File: config.mk
export PLATFORM = sky130hd
export DESIGN_NAME = load_port
export DESIGN_NICKNAME = d
export VERILOG_FILES = /design/src/source/tentry_pkg.sv /design/src/source/load_port.sv
export SDC_FILE = /design/constraint.sdc
export NUM_CORES = 1
export LEC_CHECK = 0
export ABC_AREA = 1
export BUFFER_PORTS_ARGS = -buffer_cell sky130_fd_sc_hd__buf_2
export CAP_MARGIN = 20
export CORE_ASPECT_RATIO = 1.25
export CORE_MARGIN = 10
export CORE_UTILIZATION = 39
export DETAILED_ROUTE_END_ITERATION = 8
export GPL_TIMING_DRIVEN = 1
export HOLD_SLACK_MARGIN = 0.05
export PLACE_DENSITY = 0.74
export SYNTH_ARGS = -nofsm -noshare
export SYNTH_HDL_FRONTEND = slang
export SYNTH_SLANG_ARGS = --single-unit
File: constraint.sdc
create_clock -name clk -period 2 [get_ports clk]
set_input_delay 0.1 -clock clk [delete_from_list [all_inputs] [get_ports clk]]
set_output_delay 0.1 -clock clk [all_outputs]
set_load 0.05 [all_outputs]
File: src/source/tentry_pkg.sv
`default_nettype none

package tentry_pkg;

	// host descriptor width
	localparam int ENTRY_BITS = 18;

	// descriptor is valid when this bit is set
	localparam int ENTRY_VALID_POS = 17;

	// last-count field, non-zero on the final descriptor
	localparam int ENTRY_LAST_HI = 16;
	localparam int ENTRY_LAST_LO = 14;

	// value pairs, two bits per slot, slot 0 in the lsbs
	localparam int ENTRY_VALUES_BITS = 14;

	// controller states
	typedef enum logic [2:0] {
		// waiting for start pulses and PE traffic
		IDLE,
		// taking strobed descriptors from the load port
		LOAD,
		// init pass, issue the read of the current word
		INIT_READ,
		// init pass, memory read in progress
		INIT_MODIFY,
		// init pass, write back the cleared word
		INIT_WRITE
	} ctrl_state_t;

endpackage

`default_nettype wire

File: src/source/load_port.sv
`timescale 1ns/100ps
`default_nettype none

module load_port
	import tentry_pkg::*;
(
	input  wire logic                  clk,
	input  wire logic                  rst_n,
	input  wire logic                  i_load_req,
	input  wire logic [ENTRY_BITS-1:0] i_load_entry,
	output logic                       o_load_ack,
	output logic                       o_entry_strobe,
	output logic      [ENTRY_BITS-1:0] o_entry
);

	typedef enum logic {
		WAIT_REQ,
		HANDSHAKE
	} port_state_t;

	port_state_t state;

	// handshake control
	always_ff @(posedge clk or negedge rst_n) begin
		if (!rst_n) begin
			state <= WAIT_REQ;
			o_load_ack <= 1'b0;
			o_entry_strobe <= 1'b0;
		end else begin
			o_entry_strobe <= 1'b0;
			case (state)
				WAIT_REQ: begin
					if (i_load_req) begin
						o_entry_strobe <= 1'b1;
						state <= HANDSHAKE;
					end
				end
				HANDSHAKE: begin
					// ack follows the strobe, then waits for req to drop
					if (!o_load_ack) begin
						o_load_ack <= 1'b1;
					end else if (!i_load_req) begin
						o_load_ack <= 1'b0;
						state <= WAIT_REQ;
					end
				end
				default: begin
					o_load_ack <= 1'b0;
					state <= WAIT_REQ;
				end
			endcase
		end
	end

	// descriptor captured with the req
	always_ff @(posedge clk) begin
		if (state == WAIT_REQ && i_load_req) begin
			o_entry <= i_load_entry;
		end
	end

endmodule

`default_nettype wire

==> results list <==
* Result of the run: finished clean
- Global-route usage over all layers: under 10%
- For this run, design rule violations remaining after detail routing come to 0.
- First-pass GRT wire length: 2.58 mm
- For this block, the initial DRC count from the detailed router was 1.
- After synthesis, the largest area contributor takes up between 80 and 90% of total cell area.
* Number of sinks driven by the clock tree: 21
* Sequential area share after synthesis: 94.6%
- Cells with a size suffix above 1 make up a little under half of the layout.
- By instance count, the leading cell after synthesis is edfxtp_1.
- The die is between 50 and 60 um wide.
- Number of global-route vias before repair: around 530
- TritonCTS created 3 clock buffers.
- Critical path data arrival time: roughly 1.1 ns
- TritonCTS clock tree: done
- In this run, synthesis inferred 18 flip-flops with an integrated enable.
- Worst hold slack: between 0.1 and 0.15 ns
* Top cell types by occurrence after synthesis: edfxtp_1, nand2_1, dfrtp_1, inv_1
- Type of element capturing the critical path: flop
- Placeable Area: about 1600 um^2
* Post-layout min period: about 1.1 ns
* Clock-pin slew on the worst setup and hold paths: about 0.11 ns
- The repair_antennas step left the layout with diodes totalling 0.
- Startpoint-to-endpoint class of the critical path: in -> reg
- Based on the critical path, the design can be clocked at up to 895 MHz.
- The analysis attributes to cell leakage a power of roughly 0.5 nW.
* Routed vias/inst: 4.14
- The initial antenna violation count came to 0.
- In this run, synthesis produced a sequential element count of 21.
* Cell Pwr Density: between 800 and 900 nW/um^2
- In the post-synthesis netlist, the biggest area contributors are edfxtp_1, dfrtp_1, nand2_1.
- Relative to the synthesized area, the layout overhead comes to 70.2%.
- Dividing the detail-routed wire length by the instance count gives ~14 um.
- Synth area leader: edfxtp_1
- Yosys printed 0 warnings.
* Layout fillers: about 100
- Registers take a little over 600 um^2.
- After technology mapping, the gate count stands at 29.
* Maximum level of the CTS H-tree: 1
- Maximum capacitance violations: 0
- Average instance area after synthesis: roughly 22 um^2
- The net count of the finished layout is approximately 120.
- Number of primary I/O pins: 41
* Post-synthesis instance area: 651 um^2
- Largest net degree at the start of global routing: 20
- Clock latency on the worst-skew pair, taken at its later pin, is 0.29 ns.
- Max_slew headroom: 82.4%
* Number of setup buffers added after CTS: 0
* Clock root buffer master: clkbuf_4
- STA puts the critical path data required time at 1.99 ns.
- After floorplanning, the core was divided into 16 placement rows.
- Netlist cell types: 6
* Total area of multi-input combinational cells: roughly 28 um^2
- Among all flip-flop cells after synthesis, the most frequent one is edfxtp_1.
* Final Max Slew Viols: 0
- The number of nets handed over by synthesis was 50.
* Total congestion overflow: 0
* Height of the die: 65.7 um
- The design draws roughly 0.93 mW.
* Worst clock skew on the final layout: ~0.0067 ns
- At the pin with the least slew margin, the transition time is 0.265 ns.
- Drt total wl: 1.62 mm
- In the finished design, the share of the clock period the worst path needs comes to a little under three fifths.
- Setup violations remaining at the end of the flow were counted as 0.
* GPL Wtd Cong: roughly 0.66
* Endpoints failing hold: 0
- Initial cell density of the core: about 40%
- DIE AREA: 3710 um^2
* Worst min-delay path class: in -> async
- CP max FO: 19
- Count of port buffers added during placement: 40
- The final route contains about 460 vias.
- Across the VDD grid, the largest voltage drop is about 570 uV.
* Share of synthesized flip-flops with an asynchronous set or reset: between 10% and 20%
- First drt pass iteration count: 3
* Remaining antenna violation count: 0
- Setup repair after global routing left no endpoint under its margin.
- No sink is reached through more buffers than the 2 on the longest clock path.
- The worst setup path is launched from a primary input.
- After routing, the total negative slack on setup checks comes to 0 ns.
-- registers in the layout (all words and copies together), names as in the netlist --
register        cells
state               1
o_entry_strobe      1
o_load_ack          1
o_entry            18
-- metal layers --
layer,share of wire [%],GRT usage (%)
met1,45,10.5
met2,40,11.8
met3,15,5.38
met4,0,4.52
met5,0,0
-- kinds of logic (layout without fill, tap and decap cells) --
kind of cell,after synthesis,after routing,synth area share (%)
compound gates,1,1,1.35
buf+inv,2,67,1.15
flops,21,21,94.6
simple gates,5,5,2.88
-- worst paths after layout --
check | slack [ns] | depth (start not counted) | startpoint | end
max | 0.88 | 5 | i_load_req | o_entry[14]
min | 0.12 | 2 | rst_n | state
max reg2reg | 0.93 | 2 | state | o_entry[14]
min reg2reg | 0.52 | 1 | o_load_ack | state
max in group asynchronous | 1.78 | 2 | rst_n | o_load_ack
min in group clk | 0.51 | 2 | i_load_entry[1] | o_entry[1]
-- layout by cell type, fill, tap and decap left out --
master,netlist,routed
buf_2,0,40
dlygate4sd3_1,0,20
edfxtp_1,18,18
nand2_1,4,4
clkbuf_4,0,3
dfrtp_1,3,3
inv_1,2,2
o21ai_2,1,1
nor2_1,1,1
clkbuf_1,0,1
buf_4,0,1
-- layout make-up --
type                    instances  share of cell area (%)
flip-flops and latches         21                    55.6
repair buffers                 61                    36.8
inverters                       2                   0.678
clock buffers                   4                    2.37
multi-input cells               6                    2.49
well taps                      18                    2.03
-- where the power goes --
group	internal, mW	switching, mW	total, mW
clock	0.0775	0.114	0.192
combinational	0.0661	0.145	0.211
sequential	0.515	0.0138	0.529
total	0.659	0.273	0.932
-- worst max-delay path, stage by stage --
cell and delay, ns:
dlygate4sd3_1 0.52, buf_2 0.09, inv_1 0.05, nor2_1 0.08
buf_4 0.25
-- repair_timing --
action                     CTS  global route
hold buffers                20             0
setup endpoints to repair    0             0
hold endpoints to repair    22             0
resized for setup            0             0
-- stage by stage --
stage	cell area, um^2	setup slack [ns]	util [%]	std cells
5_1_grt	1110	0.842	70.0	112
6_report	1110	0.883	70.0	112
3_3_place_gp	881	0.967	55.7	88
3_5_place_dp	881	0.939	55.7	88
2_1_floorplan	651	0.410	-	29
4_1_cts	1110	0.882	70.0	112
(Power assumes the default switching activity.)
