### config.mk
export PLATFORM = sky130hd
export DESIGN_NAME = sram_controller
export DESIGN_NICKNAME = d
export VERILOG_FILES = /design/src/source/store_cfg_pkg.sv /design/src/source/tentry_pkg.sv /design/src/source/sram_controller.sv
export SDC_FILE = /design/constraint.sdc
export NUM_CORES = 1
export LEC_CHECK = 0
export BUFFER_PORTS_ARGS = -buffer_cell sky130_fd_sc_hd__buf_4
export CAP_MARGIN = 20
export CORE_AREA = 4 4 625 627
export CTS_BUF_LIST = sky130_fd_sc_hd__clkbuf_4
export DETAILED_ROUTE_END_ITERATION = 10
export DIE_AREA = 0 0 629 631
export SLEW_MARGIN = 20
export SYNTH_ARGS = -nofsm -noshare
export SYNTH_HDL_FRONTEND = slang
export SYNTH_SLANG_ARGS = --single-unit
### constraint.sdc
create_clock -name clk -period 2.5 [get_ports clk]
set_input_delay 0.25 -clock clk [delete_from_list [all_inputs] [get_ports clk]]
set_output_delay 0.25 -clock clk [all_outputs]
set_load 0.03 [all_outputs]
### src/source/store_cfg_pkg.sv
`default_nettype none

package store_cfg_pkg;

	// one storage word
	localparam int WORD_BITS = 256;

	// header sits in the top bits of a word
	localparam int HEADER_BITS = 4;

	// slot layout below the header, slot 0 at the bottom
	localparam int SLOT_COUNT = 7;
	localparam int SLOT_BITS = 36;

	// value on top of each slot, accumulation field below it
	localparam int VALUE_BITS = 2;
	localparam int ACC_BITS = 34;

	// tuple accounting
	localparam int TUPLES_PER_WORD = 7;
	localparam int SIZE_BITS = 16;

	// header for PE writes away from the last word
	localparam logic [HEADER_BITS-1:0] FREE_HEADER = 4'b1000;

	// header forced when the load runs out of addresses
	localparam logic [HEADER_BITS-1:0] FULL_HEADER = 4'b1111;

endpackage

`default_nettype wire

### src/source/tentry_pkg.sv
`default_nettype none

package tentry_pkg;

	// host descriptor width
	localparam int ENTRY_BITS = 18;

	// descriptor is valid when this bit is set
	localparam int ENTRY_VALID_POS = 17;

	// last-count field, non-zero on the final descriptor
	localparam int ENTRY_LAST_HI = 16;
	localparam int ENTRY_LAST_LO = 14;

	// value pairs, two bits per slot, slot 0 in the lsbs
	localparam int ENTRY_VALUES_BITS = 14;

	// controller states
	typedef enum logic [2:0] {
		// waiting for start pulses and PE traffic
		IDLE,
		// taking strobed descriptors from the load port
		LOAD,
		// init pass, issue the read of the current word
		INIT_READ,
		// init pass, memory read in progress
		INIT_MODIFY,
		// init pass, write back the cleared word
		INIT_WRITE
	} ctrl_state_t;

endpackage

`default_nettype wire

### src/source/sram_controller.sv
`timescale 1ns/100ps
`default_nettype none

module sram_controller
	import store_cfg_pkg::*;
	import tentry_pkg::*;
#(
	parameter int ADDR_BITS = 10
) (
	input  wire logic                  clk,
	input  wire logic                  rst_n,

	// load side
	input  wire logic                  i_load_start,
	input  wire logic                  i_entry_strobe,
	input  wire logic [ENTRY_BITS-1:0] i_entry,
	input  wire logic [WORD_BITS-1:0]  i_packed_word,

	// init side
	input  wire logic                  i_init,
	input  wire logic [WORD_BITS-1:0]  i_cleared_word,
	input  wire logic [WORD_BITS-1:0]  i_mem_rdata,

	// PE side
	input  wire logic                  i_pe_request,
	input  wire logic                  i_pe_send,
	input  wire logic [WORD_BITS-1:0]  i_send_data,

	// memory
	output logic                       o_mem_cen_n,
	output logic                       o_mem_wen_n,
	output logic      [ADDR_BITS-1:0]  o_mem_addr,
	output logic      [WORD_BITS-1:0]  o_mem_wdata,

	// status
	output logic      [WORD_BITS-1:0]  o_rd_data,
	output logic                       o_rd_valid,
	output logic      [SIZE_BITS-1:0]  o_t_size,
	output logic                       o_busy
);

	ctrl_state_t state;
	ctrl_state_t state_nxt;

	// read phase, 0 when no read is in flight
	logic [1:0] rd_phase;
	logic [1:0] rd_phase_nxt;

	logic [HEADER_BITS-1:0] header;
	logic [HEADER_BITS-1:0] header_nxt;

	logic [ADDR_BITS-1:0] read_addr;
	logic [ADDR_BITS-1:0] read_addr_nxt;
	logic [ADDR_BITS-1:0] write_addr;
	logic [ADDR_BITS-1:0] write_addr_nxt;
	// address of the last loaded word
	logic [ADDR_BITS-1:0] data_addr;
	logic [ADDR_BITS-1:0] data_addr_nxt;

	logic [WORD_BITS-1:0] rd_data_nxt;
	logic                 rd_valid_nxt;
	logic [SIZE_BITS-1:0] t_size_nxt;
	logic                 busy_nxt;

	logic                 mem_cen_n_nxt;
	logic                 mem_wen_n_nxt;
	logic [ADDR_BITS-1:0] mem_addr_nxt;
	logic [WORD_BITS-1:0] mem_wdata_nxt;

	logic                         entry_valid;
	logic [2:0]                   entry_last;
	logic [WORD_BITS-HEADER_BITS-1:0] send_body;

	assign entry_valid = i_entry[ENTRY_VALID_POS];
	assign entry_last = i_entry[ENTRY_LAST_HI:ENTRY_LAST_LO];
	assign send_body = i_send_data[WORD_BITS-HEADER_BITS-1:0];

	always_comb begin
		state_nxt = state;
		header_nxt = header;
		read_addr_nxt = read_addr;
		write_addr_nxt = write_addr;
		data_addr_nxt = data_addr;
		t_size_nxt = o_t_size;
		busy_nxt = o_busy;

		// a read in flight runs to completion in any state
		rd_phase_nxt = (rd_phase == 2'd0) ? 2'd0 : rd_phase + 2'd1;
		rd_valid_nxt = (rd_phase == 2'd2);
		rd_data_nxt = (rd_phase == 2'd2) ? i_mem_rdata : o_rd_data;

		// memory idle unless a branch below uses it
		mem_cen_n_nxt = 1'b1;
		mem_wen_n_nxt = 1'b1;
		mem_addr_nxt = o_mem_addr;
		mem_wdata_nxt = o_mem_wdata;

		case (state)
			IDLE: begin
				if (i_init) begin
					state_nxt = INIT_READ;
					busy_nxt = 1'b1;
					read_addr_nxt = '0;
					write_addr_nxt = '0;
				end else if (i_load_start) begin
					state_nxt = LOAD;
					busy_nxt = 1'b1;
					read_addr_nxt = '0;
					write_addr_nxt = '0;
					data_addr_nxt = '0;
					t_size_nxt = '0;
				end else if (i_pe_send) begin
					mem_cen_n_nxt = 1'b0;
					mem_wen_n_nxt = 1'b0;
					mem_addr_nxt = write_addr;
					if (write_addr == data_addr) begin
						mem_wdata_nxt = {header, send_body};
						write_addr_nxt = '0;
					end else begin
						mem_wdata_nxt = {FREE_HEADER, send_body};
						write_addr_nxt = write_addr + 1'b1;
					end
				end else if (i_pe_request && rd_phase == 2'd0) begin
					mem_cen_n_nxt = 1'b0;
					mem_addr_nxt = read_addr;
					rd_phase_nxt = 2'd1;
					read_addr_nxt = (read_addr == data_addr) ? '0 : read_addr + 1'b1;
				end
			end

			LOAD: begin
				// invalid descriptors are dropped
				if (i_entry_strobe && entry_valid) begin
					mem_cen_n_nxt = 1'b0;
					mem_wen_n_nxt = 1'b0;
					mem_addr_nxt = data_addr;
					mem_wdata_nxt = i_packed_word;
					if (entry_last != 3'd0) begin
						state_nxt = IDLE;
						busy_nxt = 1'b0;
						header_nxt = i_entry[ENTRY_VALID_POS -: HEADER_BITS];
						t_size_nxt = o_t_size + SIZE_BITS'(entry_last);
					end else if (data_addr == '1) begin
						// store full, close it with the full header
						mem_wdata_nxt = {FULL_HEADER,
							i_packed_word[WORD_BITS-HEADER_BITS-1:0]};
						state_nxt = IDLE;
						busy_nxt = 1'b0;
						header_nxt = FULL_HEADER;
						t_size_nxt = o_t_size + SIZE_BITS'(TUPLES_PER_WORD);
					end else begin
						data_addr_nxt = data_addr + 1'b1;
						t_size_nxt = o_t_size + SIZE_BITS'(TUPLES_PER_WORD);
					end
				end
			end

			INIT_READ: begin
				mem_cen_n_nxt = 1'b0;
				mem_addr_nxt = read_addr;
				state_nxt = INIT_MODIFY;
			end

			INIT_MODIFY: begin
				// memory word lands on this edge
				state_nxt = INIT_WRITE;
			end

			INIT_WRITE: begin
				mem_cen_n_nxt = 1'b0;
				mem_wen_n_nxt = 1'b0;
				mem_addr_nxt = read_addr;
				mem_wdata_nxt = i_cleared_word;
				if (read_addr == data_addr) begin
					state_nxt = IDLE;
					busy_nxt = 1'b0;
					read_addr_nxt = '0;
				end else begin
					state_nxt = INIT_READ;
					read_addr_nxt = read_addr + 1'b1;
				end
			end

			default: begin
				state_nxt = IDLE;
				busy_nxt = 1'b0;
			end
		endcase
	end

	always_ff @(posedge clk or negedge rst_n) begin
		if (!rst_n) begin
			state <= IDLE;
			rd_phase <= 2'd0;
			header <= FREE_HEADER;
			read_addr <= '0;
			write_addr <= '0;
			data_addr <= '0;
			o_rd_data <= '0;
			o_rd_valid <= 1'b0;
			o_t_size <= '0;
			o_busy <= 1'b0;
			o_mem_cen_n <= 1'b1;
			o_mem_wen_n <= 1'b1;
			o_mem_addr <= '0;
			o_mem_wdata <= '0;
		end else begin
			state <= state_nxt;
			rd_phase <= rd_phase_nxt;
			header <= header_nxt;
			read_addr <= read_addr_nxt;
			write_addr <= write_addr_nxt;
			data_addr <= data_addr_nxt;
			o_rd_data <= rd_data_nxt;
			o_rd_valid <= rd_valid_nxt;
			o_t_size <= t_size_nxt;
			o_busy <= busy_nxt;
			o_mem_cen_n <= mem_cen_n_nxt;
			o_mem_wen_n <= mem_wen_n_nxt;
			o_mem_addr <= mem_addr_nxt;
			o_mem_wdata <= mem_wdata_nxt;
		end
	end

endmodule

`default_nettype wire

==> run_results.csv, run 1 <==
group,metric,value,unit
synthesis,synth_area,26000,um^2
synthesis,synthesis.yosys.warnings,0,
synthesis,synthArstFlopShare,100,%
synthesis,synth-compound-area-share,17.0,%
synthesis,synth_top_family_by_area,"compound AO/OA/AOI/OAI gates",
synthesis,synth_mux_area_share,11.3,%
status,error,"[ERROR RSZ-0060] Max buffer count reached.",
synthesis,syn_inst,2425,
floorplanning,start_util,6.76,%
clock_tree,cts.sinks,581,
synthesis,avgSynthCellArea,10.7,um^2
synthesis,synth_seq_cells,581,
synthesis,netlist.area_leader.share,55.6,%
clock_tree,cts_hold_buf,1883,
status,status,"stopped before the end",
synthesis,synthFlopType,"dfrtp_1",
synthesis,ys_seq_area_share,55.9,%
floorplanning,die_w,629,um
synthesis,synth_nets,3483,
clock_tree,cts_max_path_buffers,4,
synthesis,synth_edf_count,0,
synthesis,synth.area.top_cells,"dfrtp_1 (56%), mux2_2 (11%), a22oi_1 (7.7%)",
synthesis,yosysTopAreaCell,"dfrtp_1",
floorplanning,io_pins,1591,
placement,portBuffers,1572,
floorplanning,rows,228,
clock_tree,cts_resized,75,
synthesis,ys_types,61,
synthesis,synth_xor_xnor_area_share,0.774,%
status,haltStage,"4_1_cts",
clock_tree,root_buffer,"clkbuf_4",
clock_tree,cts_buffers,190,
floorplanning,die_h,631,um
clock_tree,cts_setup_buffers,9,
clock_tree,cts.htree.levels,4,
placement,place.gp.congestion,0.988,
placement,dp_hpwl,278000,um
synthesis,synth-simple-area-share,11.0,%
synthesis,synth-adder-area-share,0.462,%
## Yosys cell counts (2+ instances only)
cell        n
o311ai_0    2
o31ai_1     5
o21bai_1    2
o32a_1      4
nand4b_1    2
nor3_1      2
a21o_1      4
or4_1       4
a22oi_1   266
nor4_1      5
a31o_2      8
clkbuf_1  129
o41ai_1     3
a22o_1      7
xor2_1     16
dfstp_2     3
o22ai_1     5
and4_1      5
dfrtp_1   578
nor2b_1     4
nor4b_1     4
nand2b_1    7
nand2_1   296
o21a_1      3
a21oi_1    12
nand4_1    12
or3_1       8
nor2_1    285
mux2_2    260
o21ai_0    31
nand3_1    21
or2_2       3
buf_1       2
ha_1        8
a211oi_1    2
a31oi_1   277
o211ai_1    3
and3_1     13
xnor2_1     7
buf_2      74
inv_1      21
and2_1      3
## cells by family after synthesis
| logic type | after synthesis |
|---|---|
| compound gates | 641 |
| flops | 581 |
| xor+xnor | 23 |
| mux | 260 |
| buf+inv | 227 |
| fa+ha+maj | 9 |
| simple gates | 684 |
## per-stage QoR
step	area [um^2]	worst slack [ns]	setup TNS (ns)	std cells	utilization [%]
detailed placement	45800	-0.129	-0.606	9067	11.9
global placement	45800	-0.238	-1.36	9067	11.9
floorplan	26000	0.204	0	2425	-
==> inputs of run 2 (changes only) <==
--- a/config.mk
+++ b/config.mk
@@ -7,10 +7,10 @@
 export LEC_CHECK = 0
 export BUFFER_PORTS_ARGS = -buffer_cell sky130_fd_sc_hd__buf_4
 export CAP_MARGIN = 20
-export CORE_AREA = 4 4 625 627
-export CTS_BUF_LIST = sky130_fd_sc_hd__clkbuf_4
+export CORE_AREA = 4 4 622 624
 export DETAILED_ROUTE_END_ITERATION = 10
-export DIE_AREA = 0 0 629 631
+export DIE_AREA = 0 0 626 628
+export PLACE_DENSITY_LB_ADDON = 0.15
 export SLEW_MARGIN = 20
 export SYNTH_ARGS = -nofsm -noshare
 export SYNTH_HDL_FRONTEND = slang
==> run 2 against run 1 <==
  * The flow now finishes without violations
  * Synthesized cell count did not move
  * Area after synthesis did not move
==> run_results.csv, run 2 <==
group,metric,value,unit
critical_path,r2r_slack,0.03,ns
min_path,hold_path_end,"o_mem_wdata[189]",
pwr,peakVddDrop,714,uV
synthesis,ys_types,61,
route,postRouteAntennaNets,0,
final_layout,top_regs,"o_mem_wdata x256, o_rd_data x256, o_t_size x16",
floorplanning,die_h,628,um
sta,period_share,98.8,%
grt,grt_pass1_wl,341000,um
min_path,whs_path_depth,4,
route,drc,0,
pwr,power_frac_seq,22.3,%
synthesis,synth_common_cells,"dfrtp_1 (578), nand2_1 (296), nor2_1 (285), a31oi_1 (277), a22oi_1 (266)",
floorplanning,core,381000,um^2
clock_tree,clk_pin_slew,0.05,ns
status,status,"completed",
synthesis,synth_nets,3483,
min_path,min-delay-start,"i_packed_word[189]",
final_layout,fillers,43200,
synthesis,ys_seq_area_share,55.9,%
synthesis,netlist.area_leader.share,55.6,%
critical_path,r2r_end,"o_mem_wdata[185]",
pwr,p_total,78.7,mW
critical_path,endpoint_kind,"flop",
placement,dp.cells,9005,
route,drt-total-wl,268000,um
final_layout,final_cell_mix,"buf_4 (1700), dlygate4sd3_1 (988), dfrtp_1 (578), nand2_1 (296), nor2_1 (283)",
sta,fin_setup_tns,0,ns
placement,portBuffers,1572,
pwr,combPwrFrac,59.8,%
grt,gr-total-overflow,0,
grt,busiest_layer,"met2",
synthesis,synthArstFlopShare,100,%
pwr,power.internal,39.3,mW
critical_path,startpoint_type,"flop",
final_layout,regArea,14500,um^2
floorplanning,die_area,393000,um^2
critical_path,cpPeakStageDelay,0.58,ns
clock_tree,cts.sinks,581,
critical_path,cp_cell_sequence,"buf_6, a21bo_2, a211o_1, and3_4, buf_12, nor2_1, a31oi_1, dlygate4sd3_1",
min_path,min-delay-path-class,"primary input to flop",
run,drv_cap,0,
grt,grt_use_met1,15.2,%
clock_tree,cts.htree.levels,3,
sta,period_needed,2.47,ns
critical_path,critPathBufInv,3,
final_layout,fin_util,15.3,%
critical_path,crit_family,"buffers and inverters",
floorplanning,die_w,626,um
sta,worst_slew_pin_slew,0.971,ns
synthesis,yosysMostFrequentCell,"dfrtp_1",
final_layout,multiInputGateArea,10600,um^2
sta,fmax,405,MHz
grt,grt_antenna_before_repair,70,
sta,rsz0062_at_grt,"yes",
route,num_vias,31700,
grt,grtUsageMet2,23.1,%
placement,dp_hpwl,226000,um
synthesis,synth_area,26000,um^2
grt,grt_usage,12.9,%
pwr,p_clk_share,17.9,%
synthesis,yosysTopAreaCell,"dfrtp_1",
synthesis,synthFlopType,"dfrtp_1",
route,wl_per_cell,26.3,um
floorplanning,start_util,6.82,%
route,drt-pass1-iter-count,5,
pwr,switchingPower,39.3,mW
final_layout,instances_no_fill,10200,
grt,grt_use_met3,3.81,%
critical_path,crit_path_max_fanout,33,
route,routed_via_density,3.11,
synthesis,syn_inst,2425,
critical_path,worstPathRequired,3.19,ns
sta,relSlewSlack,35.3,%
clock_tree,worstSkewPairLatency,0.85,ns
critical_path,timing.rr.start,"state[0]",
critical_path,reg2reg_depth,8,
critical_path,crit_arrival,3.16,ns
sta,setup_viol,0,
critical_path,cp_slowest_cell,"dlygate4sd3_1",
clock_tree,cts_buffers,96,
sta,finClkSkew,0.0802,ns
final_layout,final_common_cell,"buf_4",
synthesis,synth_seq_cells,581,
final_layout,area_delta_synth_final,125,%
clock_tree,root_buffer,"clkbuf_16",
grt,grt_max_degree,91,
clock_tree,cts_tree,"built",
pwr,switching_share,50.0,%
final_layout,final_layout_size_suffix_gt1_share,42.8,%
synthesis,synth_edf_count,0,
synthesis,avgSynthCellArea,10.7,um^2
route,drtIter0Drc,1687,
synthesis,synth.area.top_cells,"dfrtp_1 (56%), mux2_2 (11%), a22oi_1 (7.7%)",
pwr,p_per_area,1350,nW/um^2
clock_tree,cts_max_path_buffers,4,
sta,slew_viol_final,0,
sta,hold_viol,0,
floorplanning,io_pins,1591,
synthesis,synthesis.yosys.warnings,0,
final_layout,finalNetCount,6117,
grt,grt_pass1_vias,33900,
critical_path,crit_type,"flop to flop",
pwr,p_leak,24.6,nW
placement,place.gp.congestion,0.900,
floorplanning,rows,227,
[run 2: cell counts after synthesis]
Identical to the previous run, type by type.
[run 2: power by group through the flow]
stage	Clock, mW	Combinational, mW	Sequential [mW]
after detailed placement	0	45.9	17.7
final	14.1	47.0	17.5
after global routing	15.1	50.4	18.1
after global placement	0	46.0	17.7
after floorplan	0	13.0	25.1
after CTS	14.9	48.7	17.7
[run 2: area by class of cell]
| class | count | area share (%) |
|---|---|---|
| diodes | 30 | 0.128 |
| clock buffers | 132 | 4.67 |
| clock inverters | 32 | 0.777 |
| inverters | 21 | 0.135 |
| multi-input cells | 1617 | 18.1 |
| flip-flops and latches | 581 | 24.9 |
| well taps | 5038 | 10.8 |
| repair buffers | 2742 | 40.6 |
[run 2: how the worst max path moves through the flow]
stage / startpoint / endpoint / depth (start not counted)
floorplan: i_entry[14] / o_t_size[14] / 10
global placement: i_entry[14] / o_t_size[14] / 12
detailed placement: i_entry[14] / o_t_size[14] / 12
CTS: state[1] / o_mem_wdata[220] / 7
global route: state[1] / o_mem_wdata[180] / 7
finish: state[0] / o_mem_wdata[185] / 8
[run 2: timing repair]
action                                  in CTS  in global routing
endpoints found under the setup margin       0                 60
gates resized for setup                      0                 22
endpoints found under the hold margin      841                  1
setup buffers                                0                  1
hold buffers                               988                  2
[run 2: per-layer routing]
metal	vias up	share of wire (%)
met2	1159	50
met4	14	2.4
met5	-	0.033
met3	268	7.5
li1	14200	-
met1	16000	40
[run 2: stage by stage]
step | setup WS [ns] | cell area [um^2] | hold slack (ns)
finish | 0.0294 | 58500 | 0.0581
global route | -0.0170 | 58400 | 0.0493
CTS | 0.0129 | 58200 | 0.00181
detailed placement | -0.204 | 45100 | 0.241
global placement | -0.302 | 45100 | 0.236
floorplan | 0.204 | 26000 | -0.0456
[run 2: tightest hold or removal path, delay by kind of cell]
family	cells	cell delay (ns)
buffers and inverters	2	0.29
AOI/OAI and AO/OA	2	0.29
[run 2: kinds of logic (layout without fill, tap and decap cells)]
family,count (synthesis),in the layout,synth area share [%]
and+or+nand+nor,684,684,11.0
buffers and inverters,227,2927,3.66
AOI/OAI and AO/OA,641,641,17.0
adders and majority gates,9,9,0.462
xor gates and xnor gates,23,23,0.774
DFF,581,581,55.9
muxes,260,260,11.3
other,0,30,0
No activity file was read; power rests on OpenSTA's default activity.
